<file path="config.mk">
export PLATFORM = sky130hd
export DESIGN_NAME = datapath
export DESIGN_NICKNAME = d
export VERILOG_FILES = /design/src/common/mipsPkg.sv /design/src/hdl/fetchUnit.sv /design/src/decode/mainDecoder.sv /design/src/decode/operandRead.sv /design/src/execute/executeStage.sv /design/src/hdl/datapath.sv
export SDC_FILE = /design/constraint.sdc
export NUM_CORES = 2
export LEC_CHECK = 0
export CAP_MARGIN = 15
export CORE_UTILIZATION = 50
export DETAILED_ROUTE_END_ITERATION = 8
export DONT_BUFFER_PORTS = 1
export MAX_ROUTING_LAYER = met4
export SLEW_MARGIN = 25
export SYNTH_ARGS = -nofsm -noshare
export SYNTH_HDL_FRONTEND = slang
export SYNTH_SLANG_ARGS = --single-unit
</file>
<file path="constraint.sdc">
create_clock -name clk -period 8.3 [get_ports clk]
set_clock_uncertainty 0.2 [all_clocks]
set_input_delay 1.66 -clock clk [delete_from_list [all_inputs] [get_ports clk]]
set_output_delay 1.66 -clock clk [all_outputs]
set_load 0.02 [all_outputs]
</file>
<file path="src/common/mipsPkg.sv">
package mipsPkg;

    typedef logic [31:0] word;
    typedef logic [4:0]  regAddr;
    typedef logic [5:0]  opField;   // opcode and funct share a width
    typedef logic [15:0] immField;

    localparam int nRegs = 32;

    typedef enum logic [3:0] {
        aluAdd,
        aluSub,
        aluAnd,
        aluOr,
        aluXor,
        aluNor,
        aluSlt,
        aluSltu,
        aluSll,
        aluSrl,
        aluSra,
        aluLui
    } aluOp;

    // primary opcodes
    localparam opField opSpecial = 6'b000000;
    localparam opField opAddiu   = 6'b001001;
    localparam opField opSlti    = 6'b001010;
    localparam opField opAndi    = 6'b001100;
    localparam opField opOri     = 6'b001101;
    localparam opField opXori    = 6'b001110;
    localparam opField opLui     = 6'b001111;

    // funct field under SPECIAL
    localparam opField fnSll  = 6'b000000;
    localparam opField fnSrl  = 6'b000010;
    localparam opField fnSra  = 6'b000011;
    localparam opField fnAddu = 6'b100001;
    localparam opField fnSubu = 6'b100011;
    localparam opField fnAnd  = 6'b100100;
    localparam opField fnOr   = 6'b100101;
    localparam opField fnXor  = 6'b100110;
    localparam opField fnNor  = 6'b100111;
    localparam opField fnSlt  = 6'b101010;
    localparam opField fnSltu = 6'b101011;

endpackage

</file>
<file path="src/hdl/fetchUnit.sv">
`timescale 1ns/1ps

module fetchUnit #(
    parameter mipsPkg::word ResetVector = 32'hbfc00000
) (
    input  logic         clk,
    input  logic         reset,
    input  logic         freeze,
    input  mipsPkg::word instr,
    output mipsPkg::word pcF,
    output logic         instEn,
    output mipsPkg::word instrD,
    output mipsPkg::word pcD,
    output logic         validD
);
    import mipsPkg::*;

    word  pcPlus4;
    logic accept;   // fetch taken this cycle

    assign pcPlus4 = pcF + 32'd4;
    assign accept  = instEn & ~freeze;

    always_ff @(posedge clk) begin
        if (reset) begin
            pcF    <= ResetVector;
            instEn <= 1'b0;
        end else begin
            instEn <= 1'b1;     // fetch runs freely once out of reset
            if (accept)
                pcF <= pcPlus4;
        end
    end

    // fetch to decode register
    always_ff @(posedge clk) begin
        if (reset)
            validD <= 1'b0;
        else if (!freeze)
            validD <= accept;
    end

    always_ff @(posedge clk) begin
        if (!freeze) begin
            instrD <= instr;
            pcD    <= pcF;
        end
    end

    assert property (@(posedge clk) disable iff (reset) pcF[1:0] == 2'b00)
        else $error("pcF %h not word aligned", pcF);

    // cache stall must hold the fetch address
    assert property (@(posedge clk) disable iff (reset) freeze |=> $stable(pcF))
        else $error("pcF moved during stall");

endmodule

</file>
<file path="src/decode/mainDecoder.sv">
`timescale 1ns/1ps

module mainDecoder (
    input  mipsPkg::word    instrD,
    input  logic            validD,
    output mipsPkg::aluOp   aluOpD,
    output logic            useImmD,
    output logic            signExtD,
    output mipsPkg::regAddr destD,
    output logic            writeEnD
);
    import mipsPkg::*;

    opField op;
    opField funct;
    regAddr rt;
    regAddr rd;
    logic   known;      // recognised instruction

    assign op    = instrD[31:26];
    assign funct = instrD[5:0];
    assign rt    = instrD[20:16];
    assign rd    = instrD[15:11];

    always_comb begin
        aluOpD   = aluAdd;
        useImmD  = 1'b0;
        signExtD = 1'b0;
        known    = 1'b1;
        if (op == opSpecial) begin
            case (funct)
                fnAddu:  aluOpD = aluAdd;
                fnSubu:  aluOpD = aluSub;
                fnAnd:   aluOpD = aluAnd;
                fnOr:    aluOpD = aluOr;
                fnXor:   aluOpD = aluXor;
                fnNor:   aluOpD = aluNor;
                fnSlt:   aluOpD = aluSlt;
                fnSltu:  aluOpD = aluSltu;
                fnSll:   aluOpD = aluSll;
                fnSrl:   aluOpD = aluSrl;
                fnSra:   aluOpD = aluSra;
                default: known  = 1'b0;
            endcase
        end else begin
            useImmD = 1'b1;
            case (op)
                opAddiu: begin
                    aluOpD   = aluAdd;
                    signExtD = 1'b1;
                end
                opSlti: begin
                    aluOpD   = aluSlt;
                    signExtD = 1'b1;
                end
                opAndi:  aluOpD = aluAnd;   // logical ops zero extend
                opOri:   aluOpD = aluOr;
                opXori:  aluOpD = aluXor;
                opLui:   aluOpD = aluLui;
                default: begin
                    useImmD = 1'b0;
                    known   = 1'b0;
                end
            endcase
        end
    end

    // rd for R-type, rt for immediates
    assign destD = (op == opSpecial) ? rd : rt;

    // no write for bubbles, unknown codes or r0
    assign writeEnD = validD & known & (destD != '0);

endmodule

</file>
<file path="src/decode/operandRead.sv">
`timescale 1ns/1ps

module operandRead (
    input  logic            clk,
    input  mipsPkg::word    instrD,
    input  logic            commitEn,
    input  mipsPkg::regAddr commitAddr,
    input  mipsPkg::word    commitData,
    output mipsPkg::word    rsValueD,
    output mipsPkg::word    rtValueD
);
    import mipsPkg::*;

    word    regs [nRegs];
    regAddr rs;
    regAddr rt;

    assign rs = instrD[25:21];
    assign rt = instrD[20:16];

    always_ff @(posedge clk) begin
        if (commitEn)
            regs[commitAddr] <= commitData;
    end

    // write first, so a commit this cycle is seen in decode at once
    function automatic word readPort(regAddr a);
        if (a == '0)
            return '0;
        else if (commitEn && commitAddr == a)
            return commitData;
        else
            return regs[a];
    endfunction

    always_comb begin
        rsValueD = readPort(rs);
        rtValueD = readPort(rt);
    end

    assert property (@(posedge clk) commitEn |-> commitAddr != '0)
        else $error("commit to r0 with data %h", commitData);

endmodule

</file>
<file path="src/execute/executeStage.sv">
`timescale 1ns/1ps

module executeStage (
    input  logic            clk,
    input  logic            reset,
    input  logic            freeze,
    input  mipsPkg::word    pcD,
    input  mipsPkg::word    instrD,
    input  logic            validD,
    input  mipsPkg::aluOp   aluOpD,
    input  logic            useImmD,
    input  logic            signExtD,
    input  logic            writeEnD,
    input  mipsPkg::regAddr destD,
    input  mipsPkg::word    rsValueD,
    input  mipsPkg::word    rtValueD,
    output logic            commitEn,
    output mipsPkg::regAddr commitAddr,
    output mipsPkg::word    commitData,
    output mipsPkg::word    commitPc
);
    import mipsPkg::*;

    logic       validE;
    logic       writeEnE;
    word        pcE;
    word        instrE;
    aluOp       aluOpE;
    logic       useImmE;
    logic       signExtE;
    regAddr     destE;
    word        rsValueE;
    word        rtValueE;

    regAddr     rsE;
    regAddr     rtE;
    logic [4:0] saE;
    immField    immE;
    word        immExtE;
    word        rsFwd;
    word        rtFwd;
    word        srcA;
    word        srcB;
    word        aluOut;

    logic       validC;
    logic       writeEnC;

    // stage valid bits
    always_ff @(posedge clk) begin
        if (reset) begin
            validE   <= 1'b0;
            writeEnE <= 1'b0;
            validC   <= 1'b0;
            writeEnC <= 1'b0;
        end else if (!freeze) begin
            validE   <= validD;
            writeEnE <= writeEnD;
            validC   <= validE;
            writeEnC <= writeEnE;
        end
    end

    // decode to execute payload
    always_ff @(posedge clk) begin
        if (!freeze) begin
            pcE      <= pcD;
            instrE   <= instrD;
            aluOpE   <= aluOpD;
            useImmE  <= useImmD;
            signExtE <= signExtD;
            destE    <= destD;
            rsValueE <= rsValueD;
            rtValueE <= rtValueD;
        end
    end

    assign rsE  = instrE[25:21];
    assign rtE  = instrE[20:16];
    assign saE  = instrE[10:6];
    assign immE = instrE[15:0];

    assign immExtE = signExtE ? {{16{immE[15]}}, immE} : {16'd0, immE};

    // previous instruction sits in commit, take its result
    assign rsFwd = (commitEn && commitAddr == rsE) ? commitData : rsValueE;
    assign rtFwd = (commitEn && commitAddr == rtE) ? commitData : rtValueE;

    assign srcA = rsFwd;
    assign srcB = useImmE ? immExtE : rtFwd;

    always_comb begin
        case (aluOpE)
            aluAdd:  aluOut = srcA + srcB;
            aluSub:  aluOut = srcA - srcB;
            aluAnd:  aluOut = srcA & srcB;
            aluOr:   aluOut = srcA | srcB;
            aluXor:  aluOut = srcA ^ srcB;
            aluNor:  aluOut = ~(srcA | srcB);
            aluSlt:  aluOut = {31'd0, $signed(srcA) < $signed(srcB)};
            aluSltu: aluOut = {31'd0, srcA < srcB};
            aluSll:  aluOut = srcB << saE;     // shifts act on rt
            aluSrl:  aluOut = srcB >> saE;
            aluSra:  aluOut = $signed(srcB) >>> saE;
            aluLui:  aluOut = {immE, 16'd0};
            default: aluOut = '0;
        endcase
    end

    // execute to commit payload
    always_ff @(posedge clk) begin
        if (!freeze) begin
            commitPc   <= pcE;
            commitAddr <= destE;
            commitData <= aluOut;
        end
    end

    assign commitEn = validC & writeEnC & ~freeze;

    assert property (@(posedge clk) disable iff (reset)
        validE |-> aluOpE inside {aluAdd, aluSub, aluAnd, aluOr, aluXor, aluNor,
                                  aluSlt, aluSltu, aluSll, aluSrl, aluSra, aluLui})
        else $error("bad aluOp %0d in execute", aluOpE);

endmodule

</file>
<file path="src/hdl/datapath.sv">
`timescale 1ns/1ps

module datapath #(
    parameter mipsPkg::word ResetVector = 32'hbfc00000
) (
    input  logic            clk,
    input  logic            reset,
    output mipsPkg::word    pcF,
    output logic            instEn,
    input  mipsPkg::word    instr,
    input  logic            iCacheStall,
    output mipsPkg::word    debugWbPc,
    output logic [3:0]      debugWbRfWen,
    output mipsPkg::regAddr debugWbRfWnum,
    output mipsPkg::word    debugWbRfWdata
);
    import mipsPkg::*;

    logic   freeze;     // whole pipeline holds on cache stall

    word    instrD;
    word    pcD;
    logic   validD;
    aluOp   aluOpD;
    logic   useImmD;
    logic   signExtD;
    regAddr destD;
    logic   writeEnD;
    word    rsValueD;
    word    rtValueD;

    logic   commitEn;
    regAddr commitAddr;
    word    commitData;
    word    commitPc;

    assign freeze = iCacheStall;

    fetchUnit #(
        .ResetVector(ResetVector)
    ) fetchUnit_inst (
        .clk(clk),
        .reset(reset),
        .freeze(freeze),
        .instr(instr),
        .pcF(pcF),
        .instEn(instEn),
        .instrD(instrD),
        .pcD(pcD),
        .validD(validD)
    );

    mainDecoder mainDecoder_inst (
        .instrD(instrD),
        .validD(validD),
        .aluOpD(aluOpD),
        .useImmD(useImmD),
        .signExtD(signExtD),
        .destD(destD),
        .writeEnD(writeEnD)
    );

    operandRead operandRead_inst (
        .clk(clk),
        .instrD(instrD),
        .commitEn(commitEn),
        .commitAddr(commitAddr),
        .commitData(commitData),
        .rsValueD(rsValueD),
        .rtValueD(rtValueD)
    );

    executeStage executeStage_inst (
        .clk(clk),
        .reset(reset),
        .freeze(freeze),
        .pcD(pcD),
        .instrD(instrD),
        .validD(validD),
        .aluOpD(aluOpD),
        .useImmD(useImmD),
        .signExtD(signExtD),
        .writeEnD(writeEnD),
        .destD(destD),
        .rsValueD(rsValueD),
        .rtValueD(rtValueD),
        .commitEn(commitEn),
        .commitAddr(commitAddr),
        .commitData(commitData),
        .commitPc(commitPc)
    );

    // debug writeback port
    assign debugWbPc      = commitPc;
    assign debugWbRfWen   = {4{commitEn}};
    assign debugWbRfWnum  = commitAddr;
    assign debugWbRfWdata = commitData;

endmodule

</file>
==> impl_summary.md <==
Outcome
The flow ran to the end, and the final reports show no timing, DRC or antenna violations.

Floorplanning
The chip height is 371 um. The chip width is 371 um. In this run the count of I/O pins placed on the die edge is 141. Once the floorplan was initialized, standard cells occupied 50.4% of the core.

The floorplan has 135 rows. The floorplan core area is 0.135 mm2. The die covers 0.138 mm2.

Job
Across the run, the number of max-cap violations was 0.

Hold path
The worst hold path belongs to the class reg -> reg. In this run the most critical hold path is launched from executeStage_inst.pcE[22]. The worst hold path passes through 0 cells.

Synth
During synthesis, Yosys emitted a total of 0 warnings. The cell with the most instances after synthesis is sky130_fd_sc_hd__edfxtp_1. The post-synth design cell area is 0.0681 mm2. The fraction of the yosys area taken by sequential cells is 57.6%. After synthesis, the most frequently instantiated cells are sky130_fd_sc_hd__edfxtp_1 (1284), sky130_fd_sc_hd__mux4_2 (572), sky130_fd_sc_hd__nor2_1 (341). The dominant synthesized flop cell is sky130_fd_sc_hd__edfxtp_1. The share of synthesized flip-flops with an asynchronous set or reset is 0%.

Yosys mapped the design onto 98 distinct sky130hd cell types. The number of enable-type register cells in the synthesized netlist is 1284. By area the synthesized netlist is led by sky130_fd_sc_hd__edfxtp_1 (57%), sky130_fd_sc_hd__mux4_2 (19%), sky130_fd_sc_hd__mux2i_1 (2.4%). The cell accounting for the most synthesized area is sky130_fd_sc_hd__edfxtp_1. The top-area cell type share of the netlist area is 56.6%. The post-synthesis cell count is 4429.

The synthesized design contains 1320 register bits. Dividing the synthesized area by the synthesized cell count gives 15.4 um2.

STA
Setup repair after global routing left no endpoint under its margin. Adding up every negative setup slack in the final design gives 0 ns. The count of final max-slew check failures came to 0. The pin slew with the least headroom to its limit is 1.14 ns. The final critical path takes up 85.0% of the cycle. The normalized max-slew margin is 23.1%.

The final count of hold timing violations was 0. Derived from the worst setup path, the maximum achievable clock frequency is 142 MHz. The final critical path time including I/O delays and setup is 7.05 ns. The total of endpoints with negative setup slack in the final report is 0. Final hold analysis gives a worst-case slack of 0.197 ns.

The setup slack of the critical path after layout is 1.25 ns.

Global route
The global routing stage identified its most utilized layer as met2. The first-pass GRT wire length is 332 mm. The met1 track demand over resource in global routing is 49.4%. The initial antenna violation count is 5. The global-route track usage on met3 is 6.30%. The residual overflow from global routing is 0. The largest net degree at the start of global routing is 149. Global routing consumed, on the met2 layer, 52.9% of the routing resources. The via count of the first global-routing pass is 43000. The total routing usage reported by global routing is 35.6%.

Place
The placed wire-length estimate is 152 mm. Including well taps, the total number of placed cells is 6044. The global placer's final weighted congestion is 1.04. The standard cell area after detailed placement is 0.0708 mm2. Before CTS, the worst setup slack after placement is 0.880 ns. The count of buffers inserted at the top-level ports is 0.

Critical path
The startpoint identified for the worst register-to-register timing path is executeStage_inst.commitAddr[4]. STA classifies the critical path startpoint as a flop. The capture point of the critical path is executeStage_inst.commitData[31]. The logic depth of the worst register-to-register path is 17. Data on the critical path is required at its endpoint by 8.64 ns. At the worst endpoint, the arrival time is 7.39 ns.

The endpoint of the most critical register-to-register path is executeStage_inst.commitData[31]. Together, buffers and inverters on the worst path number 2. The stage delay of the slowest cell on the critical path is 1.00 ns. The critical path's slowest cell is sky130_fd_sc_hd__edfxtp_1. The cell class contributing the biggest share of worst-path delay is compound AO/OA/AOI/OAI gates. Along the worst path, the maximum fanout reaches 25. The count of cell instances traversed by the critical path is 17. The startpoint of the most critical setup path is executeStage_inst.commitAddr[4].

The dominant cell type by count on the critical path is sky130_fd_sc_hd__a21oi_1. The critical path class is reg -> reg. The worst setup path is captured at a flop. Traced cell by cell, the critical path runs through xor2_1 > nor4_4 > buf_4 > and3_1 > nor3_1 > a21oi_1 > ha_1 > a21oi_1 > o21bai_1 > or3b_2 > a2111oi_0 > buf_4 > o311ai_0 > a21oi_1 > o41ai_1 > o21ai_0 > a211o_1.

The flop-to-flop setup slack is 1.25 ns.

Routing
The total number of vias is 44800. The pre-antenna-repair detailed-routing pass consisted of 8 iterations. The detailed-route wire length per cell is 37.8 um.

In the routed design, unresolved DRC markers number 0. The first-iteration detailed-routing DRC count is 6167. For this block, the routed nets add up to 238 mm of wire.

The number of nets with antenna violations after routing is 0. Dividing the detail-routed via count by the number of cells gives 7.11.

Clock tree
TritonCTS built the clock tree. The clock edge transition at the registers on the reported setup and hold paths is 0.06 ns. Counting along the longest clock path gives a buffer depth of 3.

The H-tree was split into 4 levels. Buffers inserted to repair hold after CTS numbered 0. Clock tree synthesis selected as its root buffer the cell sky130_fd_sc_hd__clkbuf_16. The number of gates resized after CTS is 0.

Counting the buffers created by CTS gives 143. For the worst-skew pair, the clock arrives at the later sink with an insertion delay of 0.80 ns. The post-CTS setup-driven buffer insertion count is 0. The total number of clock tree sinks is 1320.

Finish
The finished layout holds 6301 standard cells, fillers aside. Fill cells in the final layout number 10700. The total number of nets in the final design is 4552. In the final layout, the multi-input gates occupy 0.0275 mm2. For this run, the share of the core covered by cells in the final layout is 55.8%. The finished layout cell area is 0.0755 mm2. The layout-stage area growth over the synthesis result is 10.8%.

The share of layout cells above drive strength 1 is 24.8%. The sequential cell area is 0.0393 mm2.

Power and ir drop
The completed layout was analyzed and its total power is 17.2 mW. The power density over the cells is 228 mW/mm2. The worst voltage drop across the vdd grid is 186 uV. The analysis attributes to cell leakage a power of 24.8 nW.
==> power breakdown <==
| group | switching (mW) | internal [mW] |
|---|---|---|
| sequential | 0.120 | 7.67 |
| clock | 2.72 | 3.66 |
| combinational | 2.01 | 1.03 |
==> how the worst min path moves through the flow <==
| stage | slack (ns) | to |
|---|---|---|
| final | 0.20 | executeStage_inst.commitPc[22] |
| after global routing | 0.21 | executeStage_inst.commitPc[22] |
| after CTS | 0.19 | executeStage_inst.commitPc[22] |
| after detailed placement | 0.20 | executeStage_inst.commitPc[21] |
| after global placement | 0.20 | executeStage_inst.commitPc[21] |
| after floorplan | 0.20 | executeStage_inst.commitAddr[0] |
==> logic make-up (layout without fill, tap and decap cells) <==
kind of cell             count (synthesis)  in the layout  synth area share, %
adder cells (fa/ha/maj)                106            106                 1.97
buffers and inverters                  435            519                 2.56
other                                    1              8              0.00550
multiplexers                           811            811                 22.6
XOR/XNOR                                52             52                0.679
AND/OR/NAND/NOR                        827            827                 5.71
AO/OA/AOI/OAI                          877            877                 8.87
flip-flops                            1320           1320                 57.6
==> worst register-to-register path: stages (launching register included) <==
cell and delay [ns]:
sky130_fd_sc_hd__edfxtp_1 1.00, sky130_fd_sc_hd__xor2_1 0.34, sky130_fd_sc_hd__nor4_4 0.49, sky130_fd_sc_hd__buf_4 0.39, sky130_fd_sc_hd__and3_1 0.28, sky130_fd_sc_hd__nor3_1 0.12, sky130_fd_sc_hd__a21oi_1 0.42, sky130_fd_sc_hd__ha_1 0.44
sky130_fd_sc_hd__a21oi_1 0.22, sky130_fd_sc_hd__o21bai_1 0.10, sky130_fd_sc_hd__or3b_2 0.24, sky130_fd_sc_hd__a2111oi_0 0.10, sky130_fd_sc_hd__buf_4 0.16, sky130_fd_sc_hd__o311ai_0 0.92, sky130_fd_sc_hd__a21oi_1 0.35, sky130_fd_sc_hd__o41ai_1 0.59
sky130_fd_sc_hd__o21ai_0 0.15, sky130_fd_sc_hd__a211o_1 0.28
==> sequential cells by signal, summed over array words and instances (netlist names), 4 cells and up <==
signal	count
executeStage_inst.aluOpE	4
executeStage_inst.rsValueE	32
executeStage_inst.rtValueE	32
fetchUnit_inst.pcF	30
executeStage_inst.commitAddr	5
executeStage_inst.commitData	32
executeStage_inst.commitPc	30
operandRead_inst.regs	1024
executeStage_inst.destE	5
executeStage_inst.pcE	30
fetchUnit_inst.instrD	32
fetchUnit_inst.pcD	30
executeStage_inst.instrE	26
==> final cells by class <==
| class | count | area share (%) |
|---|---|---|
| diodes | 4 | 0.0133 |
| clock buffers | 165 | 4.85 |
| clock inverters | 85 | 1.30 |
| inverters | 99 | 0.502 |
| multi-input cells | 2677 | 36.4 |
| flip-flops and latches | 1320 | 52.0 |
| well taps | 1781 | 2.95 |
| repair buffers | 170 | 1.93 |
==> cells in the final DEF, fill, tap and decap left out, drive strengths merged, types with 18 or more instances in the layout <==
master and instances:
a211oi 93, a21o 28, a21oi 204, a221o 26, a221oi 52, a22oi 23
a31oi 21, and3 20, buf 169, clkbuf 166, clkinv 58, dfxtp 36
edfxtp 1284, ha 104, inv 107, mux2 77, mux2i 162, mux4 572
nand2 185, nand2b 34, nand3 45, nor2 342, nor2b 20, nor3 52
nor4 23, o211ai 47, o21ai 127, o221ai 31, o22ai 66, or3 31
xnor2 18, xor2 34
==> layer usage <==
layer	up-vias	wire length [um]	part of all wire [%]
met1	23600	96600	41
met5	-	0	0
met4	0	10200	4.3
met2	2550	109000	46
met3	441	22200	9.3
li1	18200	-	-
(Power assumes the default switching activity.)
